## src/fe_pkg.sv

```systemverilog
// fetch front end definitions
`default_nettype none

package fe_pkg;

  // fetch address and block geometry
  localparam int unsigned addr_w = 16;
  typedef logic [addr_w-1:0] addr_t;

  localparam int unsigned block_bytes = 16;
  localparam int unsigned line_lsb = $clog2(block_bytes);  // 4, low bits always zero

  // target buffer, line from bits 7:4, tag from bits 15:8
  localparam int unsigned tb_lines = 16;
  localparam int unsigned line_w = $clog2(tb_lines);
  localparam int unsigned tag_w = 8;
  localparam int unsigned tag_lsb = addr_w - tag_w;
  typedef logic [line_w-1:0] line_t;
  typedef logic [tag_w-1:0] tag_t;

  localparam int unsigned hist_w = 8;
  typedef logic [hist_w-1:0] hist_t;

  // direction tables, two bits per entry (one per slot)
  localparam int unsigned pred_depth = 256;
  localparam int unsigned pidx_w = $clog2(pred_depth);
  typedef logic [pidx_w-1:0] pidx_t;

  localparam int unsigned n_tables = 3;
  localparam int unsigned idx_hist_bits [n_tables] = '{2, 4, 6};  // tables a, b, c

  localparam int unsigned stack_depth = 8;
  localparam int unsigned sp_w = $clog2(stack_depth);

  typedef enum logic [1:0] {
    kind_cond,
    kind_jump,
    kind_call,
    kind_ret
  } br_kind_t;

  // block address bits above the low history bits
  function automatic pidx_t pred_idx(input addr_t ip, input hist_t h,
                                     input int unsigned hist_bits);
    addr_t blk;
    hist_t low;
    blk = ip >> line_lsb;
    low = h & hist_t'((1 << hist_bits) - 1);
    return pidx_t'(blk << hist_bits) | pidx_t'(low);
  endfunction

endpackage

`default_nettype wire

```

## src/return_stack.sv

```systemverilog
// return address stack
`timescale 1ns/1ns
`default_nettype none

module return_stack (
  input  wire                  clk,
  input  wire                  rst,
  input  wire                  push,
  input  wire fe_pkg::addr_t   push_ip,
  input  wire                  pop,
  output fe_pkg::addr_t        top_ip
);
  import fe_pkg::*;

  addr_t           stk [stack_depth];
  logic [sp_w-1:0] sp;

  assign top_ip = stk[sp];

  always_ff @(posedge clk) begin
    if (rst) begin
      sp <= '0;
    end else if (push) begin
      sp <= sp + 1'b1;  // wraps on overflow
    end else if (pop) begin
      sp <= sp - 1'b1;
    end
  end

  always_ff @(posedge clk) begin
    if (push) begin
      stk[sp_w'(sp + 1'b1)] <= push_ip;
    end
  end

endmodule

`default_nettype wire

```

## config.mk

```make
export PLATFORM = sky130hd
export DESIGN_NAME = return_stack
export DESIGN_NICKNAME = d
export VERILOG_FILES = /design/src/fe_pkg.sv /design/src/return_stack.sv
export SDC_FILE = /design/constraint.sdc
export NUM_CORES = 1
export LEC_CHECK = 0
export ABC_CLOCK_PERIOD_IN_PS = 3500
export BUFFER_PORTS_ARGS = -buffer_cell sky130_fd_sc_hd__buf_2
export CORE_MARGIN = 1
export CORE_UTILIZATION = 55
export CTS_BUF_LIST = sky130_fd_sc_hd__clkbuf_4
export DETAILED_ROUTE_END_ITERATION = 10
export GPL_TIMING_DRIVEN = 0
export PLACE_DENSITY = 0.78
export SYNTH_ARGS = -nofsm -noshare
export SYNTH_HDL_FRONTEND = slang
export SYNTH_SLANG_ARGS = --single-unit
```

## constraint.sdc

```tcl
create_clock -name clk -period 3.5 [get_ports clk]
set_input_delay 0.35 -clock clk [delete_from_list [all_inputs] [get_ports clk]]
set_output_delay 0.35 -clock clk [all_outputs]
set_load 0.02 [all_outputs]
```

==> results_dict.tcl, run 1 <==
set metrics [dict create \
    status "finished clean" \
    wl_met2_mm 4.618 \
    grt_pass1_vias 2521 \
    die_h_um 99.24 \
    first_iter_violations 177 \
    portBuffers 35 \
    period_share 0.7750 \
    numCtsBuffers 17 \
    multi_input_area_um2 1199 \
    crit_type "register to output pin" \
    netlist_top_cells_count "edfxtp_1 (128), mux4_1 (28), mux2_2 (16), dfxtp_1 (6), nor3_1 (6)" \
    setup_violations 0 \
    min_path_type "input pin to register" \
    cts_tree "built" \
    fin_ws_ps 787.6 \
    cts-root-buf "clkbuf_4" \
    power.leakage_uw 0.002046 \
    die_x_um 99.24 \
    cp_slowest_cell "buf_1" \
    grt_max_degree 17 \
    slew_headroom 0.3724 \
    yosys.cell_types.count 22 \
    clockBufferDepth 2 \
    cp_slowest_stage_delay_ps 560 \
    p_per_area_nw_per_um2 575.7 \
    place_area_um2 5688 \
    final_area_um2 6038 \
    postCtsHoldBufs 1 \
    critPathLaunchType "register" \
    start_util 0.5654 \
    core-area_um2 9196 \
    ant_nets 0 \
    worstPathCellList "buf_1 > mux4_2 > mux2_2 > buf_2" \
    required_ps 3150 \
    regArea_um2 3964 \
    synth_async_sr_flop_share 0 \
    antenna_found_initial 1 \
    synth.avg_cell_area_um2 23.74 \
    top_layer "met5" \
    area_growth_pct 16.12 \
    synth_area_leaders "edfxtp_1 (74%), mux4_1 (14%), mux2_2 (3.5%)" \
    period_needed_ps 2712 \
    clk_pin_slew_ps 120 \
    syn_area_um2 5200 \
    wl_met1_mm 4.072 \
    cap_viol_max_count 0 \
    syn_inst 219 \
    synth_edf_count 128 \
    ys_ff_latch 134 \
    rsz0062_at_grt "no" \
    worstSetupEndpointType "output pin" \
    cts_sinks 134 \
    post-synth-top-count-cell "edfxtp_1" \
    synth_top_cell_by_area "edfxtp_1" \
    avgViaCountPerCell 5.968 \
    wl_mm 9.167 \
    synth.top_cell.area_share 0.7392 \
    slew_violations 0 \
    fillers 601 \
    ys_seq_area_frac 0.7623 \
    hold_viol 0 \
    finalCoreUtilization 0.6566 \
    crit_fanout 10 \
    post_cts_buffers 0 \
    ys.flop_type "edfxtp_1" \
    place_ws_ps 938.0 \
    synth_nets 241 \
    grt_pass1_wl_mm 13.92 \
    num_rows 35 \
    skew_ps 15.18 \
    dr.pass1.iters 5 \
    dp.final_hpwl_mm 5.973 \
    overflow 0 \
    wl_met3_um 432 \
    nNetsFinal 308 \
    wl_per_cell_um 22.41 \
    grt_usage 0.2049 \
    yosysWarnings 0 \
    setup-tns-final_ps 0 \
    n_antenna_cell 0 \
    tightest_slew_ps 936.3 \
    place.gp.congestion 0.7632 \
    ir_drop_mv 0.4437 \
    drc_errors 0 \
    arrival_ps 2360 \
    dieArea_um2 9848 \
    cts_resized 0 \
    htreeDepth 4 \
    hold-worst-slack_ps 103.8 \
    ios 36 \
    fmax_mhz 368.7 \
    drive_above_1_share 0.3691 \
    vias 2441 \
    worstSkewPairLatency_ps 500 \
]
## routing by layer
metal,GRT usage,vias to the layer above
li1,-,1091
met1,0.2801,1264
met2,0.3152,78
met3,0.05622,6
met4,0.08937,2
met5,0,-
## kinds of logic (layout without fill, tap and decap cells)
family	count (synthesis)	after routing	share of synthesized area
flip-flops	134	134	0.7623
buffers and inverters	11	90	0.01395
AND/OR/NAND/NOR	17	17	0.01612
AO/OA/AOI/OAI	4	4	0.004331
XOR/XNOR	3	3	0.005054
adder cells (fa/ha/maj)	2	2	0.004812
multiplexers	48	48	0.1935
## power by group
group / total (uW) / internal [uW] / switching (uW)
Clock: 1190 / 642 / 546
Sequential: 1860 / 1840 / 21.7
Combinational: 426 / 188 / 238
## area by class of cell
cell class / instances / share of cell area
Clock buffer: 18 / 0.02238
Tap cell: 111 / 0.02300
Clock inverter: 13 / 0.03398
Buffer: 9 / 0.01077
Inverter: 2 / 0.001243
Timing Repair Buffer: 48 / 0.05367
Sequential cell: 134 / 0.6564
Multi-Input combinational cell: 74 / 0.1985
## state kept, by name, indices dropped and copies added (netlist names), named ones only
signal / cells
sp: 3
stk: 128
## critical path: cells and delay by family, from the launching register on
family | cells | cell delay (ps)
mux | 2 | 700
flops | 1 | 440
buf+inv | 2 | 720
## metrics by stage
| step | cells | total power, uW |
|---|---|---|
| after floorplan | 219 | 2163 |
| after global placement | 365 | 2289 |
| after detailed placement | 377 | 2327 |
| after CTS | 409 | 3498 |
| after global routing | 409 | 3593 |
| final | 409 | 3476 |
## cell usage in the layout (no fill, tap or decap), drive strengths merged, types with 2 or more instances in the layout
master	instances
dfxtp	6
inv	3
edfxtp	128
buf	54
nand3	2
clkinvlp	2
nor2	4
ha	2
nand2	2
a21oi	3
bufinv	5
xnor2	2
nor3	6
mux4	32
clkbuf	20
clkinv	5
mux2	16
## path summary, 6_finish.rpt
path                            from  cells after the start                   end  slack, ps
hold / removal           push_ip[10]                      1  stk[6][10]$_DFFE_PP_        100
setup reg to reg  sp[0]$_SDFFE_PP0N_                      5   stk[1][0]$_DFFE_PP_        950
hold reg to reg   sp[2]$_SDFFE_PP0N_                      2              register        560
setup / recovery            register                      4             top_ip[0]        790
Note: power is estimated with default switching activity, not from simulation.
==> run 2: changes to the inputs <==
Settings changed: ABC_CLOCK_PERIOD_IN_PS 3500 to 2230, PLACE_DENSITY 0.78 to 0.81.
Clock period 3.5 ns to 2.23 ns, I/O delays scaled along.
==> run 2 against run 1 <==
- register-to-register slack worse by 900 ps
- cell count is 6.1% higher
- critical path depth is 2 higher
- clock power is 44% higher
- power is 60% higher
- the flow now finishes with violations (setup timing)
- clock skew is 1.5 ps lower
- combinational power is 120% higher
==> results_dict.tcl, run 2 (synthesized netlist as in run 1, its figures left out) <==
set metrics [dict create \
    status "finished with violations" \
    violations "setup timing" \
    post-place-cells 374 \
    dp.final_hpwl_mm 5.980 \
    cap_viol_max_count 0 \
    portBuffers 35 \
    nNetsFinal 332 \
    required_ps 2010 \
    overflow 0 \
    period_needed_ps 2408 \
    cts_sinks 134 \
    crit_type "register to output pin" \
    die_x_um 99.24 \
    ir_drop_mv 0.3967 \
    regMostFlops "stk" \
    num_rows 35 \
    arrival_ps 2180 \
    tightest_slew_ps 877.1 \
    worstSkewPairLatency_ps 510 \
    min_path_type "input pin to register" \
    slew_violations 0 \
    numCtsBuffers 17 \
    mostFrequentLayoutCells "edfxtp_1 (128), mux4_2 (26), buf_2 (23)" \
    first_iter_violations 231 \
    grt_max_degree 17 \
    p_per_area_nw_per_um2 867.3 \
    start_util 0.5654 \
    ant_nets 0 \
    fin_ws_ps -177.9 \
    grt_pass1_vias 2622 \
    antenna_found_initial 0 \
    setup-tns-final_ps -1946 \
    period_share 1.080 \
    slew_headroom 0.4111 \
    clk_pin_slew_ps 130 \
    final_common_cell "edfxtp_1" \
    place_ws_ps -308.1 \
    crit_fanout 6 \
    setup_violations 16 \
    finalCoreUtilization 0.6977 \
    clockBufferDepth 2 \
    dr.pass1.iters 4 \
    worstSetupEndpointType "output pin" \
    largest_reg_flops 128 \
    critPathLaunchType "register" \
    avgViaCountPerCell 5.926 \
    wl_per_cell_um 24.20 \
    hold_viol 0 \
    rsz0062_at_grt "yes" \
    power.leakage_uw 0.002175 \
    htreeDepth 4 \
    place.gp.congestion 0.6471 \
    vias 2572 \
    drive_above_1_share 0.4613 \
    ios 36 \
    drc_errors 0 \
    cts-root-buf "clkbuf_4" \
    die_h_um 99.24 \
    fmax_mhz 415.3 \
    dieArea_um2 9848 \
    area_growth_pct 23.39 \
    grt_usage 0.2275 \
    finalPower_uw 5565 \
    n_antenna_cell 0 \
    cts_tree "built" \
    top_regs "stk (128), sp (3)" \
    wl_mm 10.50 \
    instances_no_fill 434 \
    core-area_um2 9196 \
    grt_pass1_wl_mm 15.36 \
    skew_ps 13.71 \
]
## run 2: critical path, stage by stage (launching register included)
cell and delay [ps]:
dfxtp_2 360, buf_12 140, buf_12 110, buf_12 120, mux4_2 510, mux2_2 290
buf_6 130
## run 2: timing repair
item	4_1_cts	5_1_grt
endpoints found under the hold margin	134	0
buffers inserted	7	3
cloned	1	1
gates resized for setup	53	31
pin swaps	4	1
setup endpoints to repair	95	28
hold buffers	17	0
## run 2: final timing paths
path | from | endpoint | slack [ps] | cells past startpoint
worst max-delay path | register | top_ip[11] | -180 | 6
worst min-delay path | pop | register | 70 | 4
worst max register to register | sp[0]$_SDFFE_PP0N_ | stk[7][14]$_DFFE_PP_ | 50 | 5
worst min register to register | sp[2]$_SDFFE_PP0N_ | sp[2]$_SDFFE_PP0N_ | 560 | 2
## run 2: final cells by class
cell class              count  area [um2]
plain buffers               9       112.6
clock buffers              18       135.1
clock inverters            14       176.4
fillers                   567        2780
inverters                   2       7.507
multi-input cells          74        1195
flip-flops and latches    134        3969
well taps                 111       138.9
repair buffers             72       681.9
## run 2: power breakdown
| part | switching (uW) | leakage [uW] | internal, uW |
|---|---|---|---|
| clock network | 912 | 0.000152 | 800 |
| registers | 45.0 | 0.00121 | 2890 |
| logic | 446 | 0.000810 | 473 |
## run 2: per-stage QoR
step / cell area, um2 / hold slack (ps)
finish: 6416 / 73.21
global route: 6416 / 76.28
CTS: 6374 / 34.35
detailed placement: 5658 / 442.1
global placement: 5514 / 436.5
floorplan: 5200 / 301.0
## run 2: metal layers
| metal | GRT usage | routed length, um | vias up |
|---|---|---|---|
| li1 | - | - | 1118 |
| met1 | 0.2778 | 4126 | 1336 |
| met2 | 0.3910 | 5684 | 108 |
| met3 | 0.05903 | 554 | 10 |
| met4 | 0.09163 | 136 | 0 |
| met5 | 0 | 0 | - |
==> run 3: changes to the inputs <==
Settings changed: CELL_PAD_IN_SITES_DETAIL_PLACEMENT from default to 1, CELL_PAD_IN_SITES_GLOBAL_PLACEMENT from default to 1, CORE_UTILIZATION 55 to 50, PLACE_DENSITY 0.81 to 0.85.
==> run 3 against run 2 <==
- the run still ends with setup timing left
- first-iteration DRC count decreased by 11%
- sequential power about the same
- critical endpoint is now top_ip[9]
- sequential share of layout area decreased by 1.1 points
- largest cell class unchanged
- via count decreased by 0.27%
- core utilization decreased by 3.8 points
- critical path depth decreased by 1
- setup slack improved by 38 ps
- clock skew increased by 5.8 ps
==> results_dict.tcl, run 3 (synthesized netlist as in run 1, its figures left out) <==
set metrics [dict create \
    die_h_um 104.0 \
    critPathLaunchType "register" \
    drc_errors 0 \
    cts-root-buf "clkbuf_4" \
    regToRegSetupSlack_ps 150 \
    dieArea_um2 10810 \
    wl_met2_mm 6.255 \
    overflow 0 \
    regArea_um2 3969 \
    worstPathCellList "buf_12 > buf_12 > mux4_2 > mux2_4 > buf_6" \
    slew_headroom 0.3957 \
    power.leakage_uw 0.002235 \
    vias 2565 \
    grt_max_degree 17 \
    grt_pass1_vias 2894 \
    final_area_um2 6533 \
    status "finished with violations" \
    largest_reg_flops 128 \
    ant_nets 0 \
    multi_input_area_um2 1191 \
    place.gp.congestion 0.7378 \
    fillers 820 \
    tightest_slew_ps 900.0 \
    arrival_ps 2150 \
    drive_above_1_share 0.4831 \
    dr.pass1.iters 4 \
    avgViaCountPerCell 5.600 \
    cp_common_cell "buf_12" \
    num_rows 36 \
    wl_per_cell_um 25.69 \
    wl_mm 11.77 \
    grt_usage 0.2412 \
    worstSetupEndpointType "output pin" \
    rsz0062_at_grt "yes" \
    cp_slowest_cell "mux4_2" \
    slew_violations 0 \
    worst-path-buf-inv 3 \
    crit_fanout 8 \
    p_per_area_nw_per_um2 913.5 \
    fmax_mhz 421.9 \
    portBuffers 35 \
    ios 36 \
    mostFrequentLayoutCells "edfxtp_1 (128), mux4_2 (32), buf_6 (25)" \
    fin_ws_ps -140.3 \
    crit_family "multiplexers" \
    period_needed_ps 2370 \
    core-area_um2 9910 \
    setup_violations 16 \
    nNetsFinal 334 \
    dp.final_hpwl_mm 6.878 \
    period_share 1.063 \
    cts_tree "built" \
    top_layer "met4" \
    finalCoreUtilization 0.6592 \
    min_path_type "input pin to register" \
    n_antenna_cell 0 \
    final_common_cell "edfxtp_1" \
    hold_viol 0 \
    skew_ps 19.53 \
    wl_met1_mm 4.641 \
    place_area_um2 5693 \
    ir_drop_mv 0.6134 \
    grt_pass1_wl_mm 17.95 \
    clockBufferDepth 2 \
    regMostFlops "stk" \
    crit_type "register to output pin" \
    cts_sinks 134 \
    antenna_found_initial 0 \
    required_ps 2010 \
    finalPower_uw 5967 \
    start_util 0.5247 \
    numCtsBuffers 17 \
    htreeDepth 4 \
    die_x_um 104.0 \
    violations "setup timing" \
    hold-worst-slack_ps 98.88 \
    worstSkewPairLatency_ps 530 \
    clk_pin_slew_ps 120 \
    setup-tns-final_ps -1716 \
    cp_slowest_stage_delay_ps 510 \
    top_regs "stk (128), sp (3)" \
    wl_met3_um 623 \
    area_growth_pct 25.63 \
    first_iter_violations 205 \
    cap_viol_max_count 0 \
]
## run 3: power by group
group	switching (uW)	internal, uW	leakage, uW
clock	918	1140	0.000202
sequential	49.6	2890	0.00121
combinational	466	500	0.000820
total	1430	4530	0.00223
## run 3: area by class of cell
type / count / area share
well taps: 133 / 0.02547
inverters: 2 / 0.001149
flip-flops and latches: 134 / 0.6075
repair buffers: 74 / 0.1078
clock inverters: 14 / 0.03773
plain buffers: 9 / 0.01724
multi-input cells: 74 / 0.1823
clock buffers: 18 / 0.02069
## run 3: final timing paths
path	start	endpoint	cells after the start
min reg2reg	sp[2]$_SDFFE_PP0N_	sp[2]$_SDFFE_PP0N_	2
min	pop	sp[0]$_SDFFE_PP0N_	4
max reg2reg	sp[0]$_SDFFE_PP0N_	stk[2][8]$_DFFE_PP_	5
max	register	top_ip[9]	5
## run 3: layer usage
metal,vias up,GRT usage
met5,-,0
met4,0,0.1133
met3,17,0.05764
met2,97,0.3981
met1,1339,0.3032
li1,1112,-
## run 3: worst reg2reg max path, cell delays in order (launching register included)
cell	delay [ps]
dfxtp_4	460
inv_1	150
ha_1	370
nand3_1	220
nor2_4	370
buf_6	220
## run 3: per-stage QoR
stage,setup slack [ps],cells
2_1_floorplan,-349.7,219
3_3_place_gp,-1433,387
3_5_place_dp,-429.8,397
4_1_cts,-225.1,458
5_1_grt,-232.6,458
6_report,-140.3,458
## run 3: timing repair
action                                  in CTS  in global routing
cloned                                       3                  0
setup buffers                                9                  1
resized for setup                           86                 17
endpoints found under the setup margin     109                 54
hold endpoints to repair                   132                  0
hold buffers                                17                  0
pin swaps                                    4                  1
